--- config.mk ---
export PLATFORM = sky130hd
export DESIGN_NAME = bert_top
export DESIGN_NICKNAME = d
export VERILOG_FILES = /design/src/verilog/prbs_pkg.sv /design/src/verilog/bert_pkg.sv /design/src/verilog/prbs_cfg_if.sv /design/src/verilog/prbs_generator.sv /design/src/verilog/prbs_checker_core.sv /design/src/verilog/prbs_checker.sv /design/src/verilog/bert_timer.sv /design/src/verilog/bert_sequencer.sv /design/src/verilog/bert_top.sv
export SDC_FILE = /design/constraint.sdc
export NUM_CORES = 2
export LEC_CHECK = 0
export BUFFER_PORTS_ARGS = -buffer_cell sky130_fd_sc_hd__buf_4
export CORE_MARGIN = 3
export CORE_UTILIZATION = 65
export DETAILED_ROUTE_END_ITERATION = 6
export PLACE_DENSITY = 0.83
export SYNTH_ARGS = -nofsm -noshare
export SYNTH_HDL_FRONTEND = slang
export SYNTH_HIERARCHICAL = 1
export SYNTH_SLANG_ARGS = --single-unit
--- constraint.sdc ---
create_clock -name clk -period 26.5 [get_ports clk]
set_input_delay 5.3 -clock clk [delete_from_list [all_inputs] [get_ports clk]]
set_output_delay 5.3 -clock clk [all_outputs]
set_load 0.05 [all_outputs]
--- src/verilog/prbs_pkg.sv ---
package prbs_pkg;

    // lfsr and history length
    localparam int n_prbs = 32;

    // number of parallel lanes
    localparam int n_channels = 16;

    // wide enough to count every lane in one cycle
    localparam int n_lane_bits = $clog2(n_channels) + 1;

    // tap mask, bit k set means state bit k feeds the xor
    typedef logic [n_prbs-1:0] prbs_eqn_t;

    // one bit per lane
    typedef logic [n_channels-1:0] lane_mask_t;

    // per-cycle sum over lanes
    typedef logic [n_lane_bits-1:0] lane_count_t;

    localparam logic [n_prbs-1:0] prbs_seed_base = 32'hace1_0000;

    // each lane gets its own nonzero seed
    function automatic logic [n_prbs-1:0] lane_seed(input int k);
        return prbs_seed_base ^ n_prbs'(k + 1);
    endfunction

endpackage

--- src/verilog/bert_pkg.sv ---
package bert_pkg;

    localparam int count_width = 64;
    localparam int window_width = 16;

    // checker phases in test order
    typedef enum logic [1:0] {
        mode_reset  = 2'b00,
        mode_align  = 2'b01,
        mode_test   = 2'b10,
        mode_freeze = 2'b11
    } checker_mode_t;

    // error and total bit counters
    typedef logic [count_width-1:0] count_t;

    // align and test window lengths in cycles
    typedef logic [window_width-1:0] window_t;

endpackage

--- src/verilog/prbs_cfg_if.sv ---
interface prbs_cfg_if;
    import prbs_pkg::*;

    // shared by generator and checker
    logic cke;
    prbs_eqn_t eqn;
    logic [1:0] inv_chicken;
    lane_mask_t chan_sel;

    modport source (
        output cke,
        output eqn,
        output inv_chicken,
        output chan_sel
    );

    // generator only needs the clock enable and the taps
    modport gen (
        input cke,
        input eqn
    );

    modport chk (
        input cke,
        input eqn,
        input inv_chicken,
        input chan_sel
    );

endinterface

--- src/verilog/prbs_generator.sv ---
module prbs_generator (
    input  logic                 clk,
    input  logic                 rst,
    prbs_cfg_if.gen              cfg,
    input  logic                 tx_invert,
    input  prbs_pkg::lane_mask_t inject,
    output prbs_pkg::lane_mask_t tx_bits
);
    import prbs_pkg::*;

    // one fibonacci lfsr per lane, bit 0 holds the newest bit
    logic [n_prbs-1:0] lfsr [n_channels];
    lane_mask_t next_bit;
    lane_mask_t invert_mask;

    always_comb begin
        for (int k = 0; k < n_channels; k++) begin
            next_bit[k] = ^(lfsr[k] & cfg.eqn);
        end
    end

    assign invert_mask = {n_channels{tx_invert}};

    always_ff @(posedge clk) begin
        if (rst) begin
            for (int k = 0; k < n_channels; k++) begin
                lfsr[k] <= lane_seed(k);
            end
            tx_bits <= '0;
        end else if (cfg.cke) begin
            for (int k = 0; k < n_channels; k++) begin
                lfsr[k] <= {lfsr[k][n_prbs-2:0], next_bit[k]};
            end
            // injection only touches the output, the sequence carries on
            tx_bits <= next_bit ^ invert_mask ^ inject;
        end
    end

endmodule

--- src/verilog/prbs_checker_core.sv ---
module prbs_checker_core (
    input  logic                clk,
    input  logic                rst,
    input  logic                cke,
    input  prbs_pkg::prbs_eqn_t eqn,
    input  logic [1:0]          inv_chicken,
    input  logic                rx_bit,
    output logic                err
);
    import prbs_pkg::*;

    // last n_prbs received bits, newest in bit 0
    logic [n_prbs-1:0] history;
    logic rx_adj;
    logic predicted;

    // inv_chicken[0] flips the incoming data
    assign rx_adj = rx_bit ^ inv_chicken[0];

    // inv_chicken[1] flips the prediction
    assign predicted = (^(history & eqn)) ^ inv_chicken[1];

    always_ff @(posedge clk) begin
        if (rst) begin
            history <= '0;
            err <= 1'b0;
        end else if (cke) begin
            history <= {history[n_prbs-2:0], rx_adj};
            err <= predicted ^ rx_adj;
        end
    end

endmodule

--- src/verilog/prbs_checker.sv ---
module prbs_checker (
    input  logic                    clk,
    input  logic                    rst,
    prbs_cfg_if.chk                 cfg,
    input  prbs_pkg::lane_mask_t    rx_bits,
    input  bert_pkg::checker_mode_t checker_mode,
    output bert_pkg::count_t        err_bits,
    output bert_pkg::count_t        total_bits,
    output logic                    error_in_frame,
    output prbs_pkg::lane_mask_t    prbs_flags
);
    import prbs_pkg::*;
    import bert_pkg::*;

    lane_mask_t err_flags;
    lane_count_t err_count;
    lane_count_t tot_count;

    for (genvar k = 0; k < n_channels; k++) begin : g_lane
        prbs_checker_core prbs_checker_core_i (
            .clk(clk),
            .rst(rst),
            .cke(cfg.cke),
            .eqn(cfg.eqn),
            .inv_chicken(cfg.inv_chicken),
            .rx_bit(rx_bits[k]),
            .err(err_flags[k])
        );
    end

    assign prbs_flags = err_flags;

    // any lane, selected or not
    assign error_in_frame = |err_flags;

    // errors and checked bits this cycle over the selected lanes
    always_comb begin
        err_count = '0;
        tot_count = '0;
        for (int i = 0; i < n_channels; i++) begin
            err_count = err_count + lane_count_t'(err_flags[i] & cfg.chan_sel[i]);
            tot_count = tot_count + lane_count_t'(cfg.chan_sel[i]);
        end
    end

    always_ff @(posedge clk) begin
        if (rst) begin
            err_bits <= '0;
            total_bits <= '0;
        end else begin
            case (checker_mode)
                mode_reset: begin
                    err_bits <= '0;
                    total_bits <= '0;
                end
                mode_test: begin
                    err_bits <= err_bits + count_t'(err_count);
                    total_bits <= total_bits + count_t'(tot_count);
                end
                // align and freeze hold
                default: begin
                    err_bits <= err_bits;
                    total_bits <= total_bits;
                end
            endcase
        end
    end

endmodule

--- src/verilog/bert_timer.sv ---
module bert_timer (
    input  logic              clk,
    input  logic              rst,
    input  logic              load,
    input  bert_pkg::window_t length,
    output logic              expired
);
    import bert_pkg::*;

    window_t count;
    logic running;

    // length of zero is not supported, it wraps to a full window
    always_ff @(posedge clk) begin
        if (rst) begin
            count <= '0;
            running <= 1'b0;
        end else if (load) begin
            count <= length - window_t'(1);
            running <= 1'b1;
        end else if (running && count != '0) begin
            count <= count - window_t'(1);
        end
    end

    // stays high at zero until reloaded
    assign expired = running && (count == '0);

endmodule

--- src/verilog/bert_sequencer.sv ---
module bert_sequencer (
    input  logic                    clk,
    input  logic                    rst,
    input  logic                    start,
    input  bert_pkg::window_t       align_cycles,
    input  bert_pkg::window_t       test_cycles,
    input  logic                    expired,
    output logic                    load,
    output bert_pkg::window_t       length,
    output bert_pkg::checker_mode_t checker_mode,
    output logic                    busy,
    output logic                    done
);
    import bert_pkg::*;

    // state is the checker mode itself, freeze doubles as idle
    checker_mode_t state;
    checker_mode_t state_next;

    always_comb begin
        state_next = state;
        case (state)
            mode_freeze: begin
                if (start) begin
                    state_next = mode_reset;
                end
            end
            mode_reset: begin
                state_next = mode_align;
            end
            mode_align: begin
                if (expired) begin
                    state_next = mode_test;
                end
            end
            default: begin
                if (expired) begin
                    state_next = mode_freeze;
                end
            end
        endcase
    end

    // timer is loaded one cycle ahead so expired lands on the last phase cycle
    assign load = (state == mode_reset) || (state == mode_align && expired);
    assign length = (state == mode_reset) ? align_cycles : test_cycles;

    always_ff @(posedge clk) begin
        if (rst) begin
            state <= mode_freeze;
            done <= 1'b0;
        end else begin
            state <= state_next;
            done <= (state == mode_test) && expired;
        end
    end

    assign checker_mode = state;
    assign busy = (state != mode_freeze);

endmodule

--- src/verilog/bert_top.sv ---
module bert_top (
    input  logic                    clk,
    input  logic                    rst,
    input  logic                    start,
    input  logic                    cke,
    input  logic                    tx_invert,
    input  prbs_pkg::prbs_eqn_t     eqn,
    input  prbs_pkg::lane_mask_t    chan_sel,
    input  prbs_pkg::lane_mask_t    inject,
    input  logic [1:0]              inv_chicken,
    input  bert_pkg::window_t       align_cycles,
    input  bert_pkg::window_t       test_cycles,
    output logic                    busy,
    output logic                    done,
    output logic                    error_in_frame,
    output bert_pkg::checker_mode_t checker_mode,
    output bert_pkg::count_t        err_bits,
    output bert_pkg::count_t        total_bits,
    output prbs_pkg::lane_mask_t    prbs_flags
);
    import prbs_pkg::*;
    import bert_pkg::*;

    prbs_cfg_if cfg ();

    // generator output straight into the checker
    lane_mask_t loop_bits;
    logic timer_load;
    window_t timer_length;
    logic timer_expired;

    assign cfg.cke = cke;
    assign cfg.eqn = eqn;
    assign cfg.inv_chicken = inv_chicken;
    assign cfg.chan_sel = chan_sel;

    prbs_generator prbs_generator_i (
        .clk(clk),
        .rst(rst),
        .cfg(cfg),
        .tx_invert(tx_invert),
        .inject(inject),
        .tx_bits(loop_bits)
    );

    prbs_checker prbs_checker_i (
        .clk(clk),
        .rst(rst),
        .cfg(cfg),
        .rx_bits(loop_bits),
        .checker_mode(checker_mode),
        .err_bits(err_bits),
        .total_bits(total_bits),
        .error_in_frame(error_in_frame),
        .prbs_flags(prbs_flags)
    );

    bert_timer bert_timer_i (
        .clk(clk),
        .rst(rst),
        .load(timer_load),
        .length(timer_length),
        .expired(timer_expired)
    );

    bert_sequencer bert_sequencer_i (
        .clk(clk),
        .rst(rst),
        .start(start),
        .align_cycles(align_cycles),
        .test_cycles(test_cycles),
        .expired(timer_expired),
        .load(timer_load),
        .length(timer_length),
        .checker_mode(checker_mode),
        .busy(busy),
        .done(done)
    );

endmodule

==> results.md <==
* Slew HR at 19.32%
* Synth Register Bits at 1,204
* Top-count cell post-synth: nand2_1
* Commonest cells in the synthesized netlist: 1,078 x nand2_1, 722 x xnor2_1, 692 x dfxtp_1
* Worst-Skew Late Latency at 0.72 ns
* CTS Hold Bufs at 0
* Pins Over Slew Limit at 0
* N_diodes at 0
* CP delay by family, top: adder cells
* Max Fanout on Critical Path at 19
* DRT Pass-1 Iters at 7
* CTS Buf Count at 120
* Synth Warn # at 6
* Die X at 313.1 um
* Largest net degree at the start of global routing at 227
* Worst hold path class: flop to flop
* Period minus WS final at 10.42 ns
* Seq pwr share at 41.3%
* Unrepaired setup endpoints after global routing: no
* PostCTS Resize Cnt at 0
* Synth top area cells: edfxtp_1 25%, dfxtp_1 23%, xnor2_1 10%
* First-pass GRT wire length at 247,600 um
* Post-CTS Setup Bufs at 0
* Die area at 98,050 um^2
* Period utilisation layout at 39.34%
* Peak supply drop at 0.00006434 V
* P_leak at 25.46 nW
* Sequential fraction of the synthesis area at 47.67%
* Switching power at 1.566 mW
* Clock Power Share at 33.4%
* Most common cell on crit path: fa_1
* Vias post-DR at 44,166
* Clock slew at reported path FFs at 0.06 ns
* Vias in the first global route at 42,352
* PwrDens at 76.89 nW/um^2
* Number of fillers in the final layout at 6,610
* Initial antenna violation count at 0
* Num Clock Sinks at 1,204
* FF/Latch Area at 29,230 um^2
* Initial DRC count at 5,230
* Starting density of the core at 65.60%
* Comb power frac at 25.3%
* Synth Instances at 6,069
* Failing checks: design-rule violations
* Netlist cell types at 81
* All-layer global routing usage at 32.57%
* Fin util at 72.16%
* Worst path bufs/invs at 4
* Layout cells sized above 1 at 10.71%
* DRT Wirelength at 165,200 um
* Pint at 3.619 mW
* Post-DR vias/cell at 5.872
* Die Y at 313.1 um
* CTS Buffer Depth at 3
* Setup Skew at 0.03556 ns
* Detail Route Antenna Nets at 0
* Largest area contributor in the netlist: edfxtp_1
* Status: complete, but fails checks
* Nets at 6,319
* Routed wire per std cell at 21.96 um
* Async SR Flop Fraction at 0%
* Crit. End Element: flop
* Area Growth Syn to Fin at 10.01%
* H-tree lvl count at 3
* # IOs at 252
* Net Sw Frac at 30.21%
* CP max stage delay at 0.64 ns
* CP max-delay cell: or4_1
* Total gr overflow at 0
* Post-detail-place hpwl at 92,920 um
* Setup-failing EPs final at 0
* Crit-path cells: buf_4 -> and2_1 -> fa_1 -> inv_1 -> fa_1 -> fa_1 -> fa_1 -> inv_1 -> ha_1 -> fa_1 -> inv_1 -> fa_1 -> nand3b_1 -> nand2_1 -> nand3_1 -> or4_1 -> a21oi_1
* Slew @ Worst Pin at 1.210 ns
* Multi-input logic area at 30,230 um^2
* Root buffer cell: clkbuf_16
* Fmax at 95.93 MHz
* PortBufs at 251
* Post-synth EDFFs at 512
* Synth top area share at 25.08%
* Max cap viols at 0
* Ys flop type: dfxtp_1
* FP Rows at 112
* Final hold vios at 0
* Syn Area/Cell at 10.10 um^2
* Syn nets at 6,221
* Synth Cell Area at 61,310 um^2
* Critical Path RT at 27.12 ns
* RD Place Congestion at 0.8586
* Critical Path AT at 11.04 ns
* R2R Setup Slk at 20.15 ns
* Path type of the worst setup path: input port to flop
* Crit start category: input port
* Core Area at 93,470 um^2
* TNS Setup at 0 ns
* DRC at 2
* CTS tree: built
flip-flops by register name (all words and copies together) (netlist names), 2 cells and up:
signal / count
prbs_checker_i/total_bits: 64
prbs_generator_i/lfsr: 512
prbs_checker_i/err_bits: 64
prbs_checker_i/g_lane.prbs_checker_core_i/history: 512
bert_timer_i/count: 16
prbs_checker_i/g_lane.prbs_checker_core_i/err: 16
prbs_generator_i/tx_bits: 16
bert_sequencer_i/checker_mode: 2
layout make-up:
class | count | area share [%]
Multi-Input combinational cell | 4497 | 44.82
Sequential cell | 1204 | 43.34
Clock buffer | 170 | 5.100
Timing Repair Buffer | 284 | 3.239
Tap cell | 1254 | 2.326
Clock inverter | 53 | 0.8440
Inverter | 60 | 0.3339
routing by layer:
layer | track usage [%] | vias to the layer above | part of all wire [%] | routed length (um)
met5 | 0 | - | 0 | 0
met4 | 13.01 | 0 | 4.5 | 7374
met3 | 5.441 | 434 | 8.4 | 13880
met2 | 53.58 | 2022 | 47 | 78020
met1 | 43.12 | 21484 | 40 | 65910
li1 | - | 20226 | - | -
worst paths after layout:
path                                     from                           to  depth (start not counted)
setup / recovery                  chan_sel[3]  prbs_checker_i/err_bits[60]                         17
hold reg to reg   prbs_checker_i/err_bits[63]  prbs_checker_i/err_bits[63]                          2
setup reg to reg                         flop  prbs_checker_i/err_bits[60]                         16
hold / removal    prbs_checker_i/err_bits[63]  prbs_checker_i/err_bits[63]                          2
through the flow:
step	power [mW]	instances	cell area (um^2)	hold WS, ns	worst slack, ns
6_report	5.186	7522	67450	0.4879	16.08
5_1_grt	5.361	7522	67450	0.5026	15.82
4_1_cts	5.188	7522	67450	0.4902	16.14
3_5_place_dp	3.463	7299	63440	0.4812	15.44
3_3_place_gp	3.430	7299	63440	0.4621	15.53
2_1_floorplan	3.131	6069	61310	0.4599	13.72
cells by family (layout without fill, tap and decap cells):
kind of cell	Yosys count	count (layout)	synth area share (%)
AOI/OAI and AO/OA	285	285	3.247
xor gates and xnor gates	1115	1115	17.00
adders and majority gates	49	49	1.269
buffers and inverters	368	567	3.045
DFF	1204	1204	47.67
muxes	528	528	8.659
and+or+nand+nor	2520	2520	19.11
power groups by stage:
stage          clock [mW]  combinational (mW)  sequential (mW)
2_1_floorplan           0               0.944             2.19
3_3_place_gp            0                1.26             2.17
3_5_place_dp            0                1.29             2.17
4_1_cts              1.75                1.30             2.14
5_1_grt              1.82                1.39             2.15
6_report             1.73                1.31             2.14
worst reg2reg max path: stages (launching register included):
cell and delay (ns):
dfxtp_1 0.71, and2_1 0.26, fa_1 0.42, inv_1 0.10, fa_1 0.42, fa_1 0.52
fa_1 0.54, inv_1 0.05, ha_1 0.21, fa_1 0.55, inv_1 0.08, fa_1 0.43
nand3b_1 0.21, nand2_1 0.40, nand3_1 0.57, or4_1 0.65, a21oi_1 0.14
cells in the final DEF (no fill, tap or decap), types with 34 or more instances in the layout:
master / synthesis / final
dfxtp_1: 692 / 691
inv_1: 59 / 59
nand3_1: 42 / 42
or2_2: 64 / 62
nor2_1: 635 / 635
o21ai_0: 47 / 47
nand2_1: 1078 / 1078
and2_1: 231 / 231
mux2i_1: 509 / 509
xor2_1: 332 / 332
nand4_1: 46 / 46
or3_1: 42 / 42
nor2b_1: 134 / 133
a21oi_1: 93 / 93
buf_4: 16 / 279
clkbuf_16: 0 / 122
nand2b_1: 100 / 100
o31ai_1: 34 / 34
edfxtp_1: 512 / 512
xnor2_1: 722 / 722
Note: power is estimated with default switching activity, not from simulation.
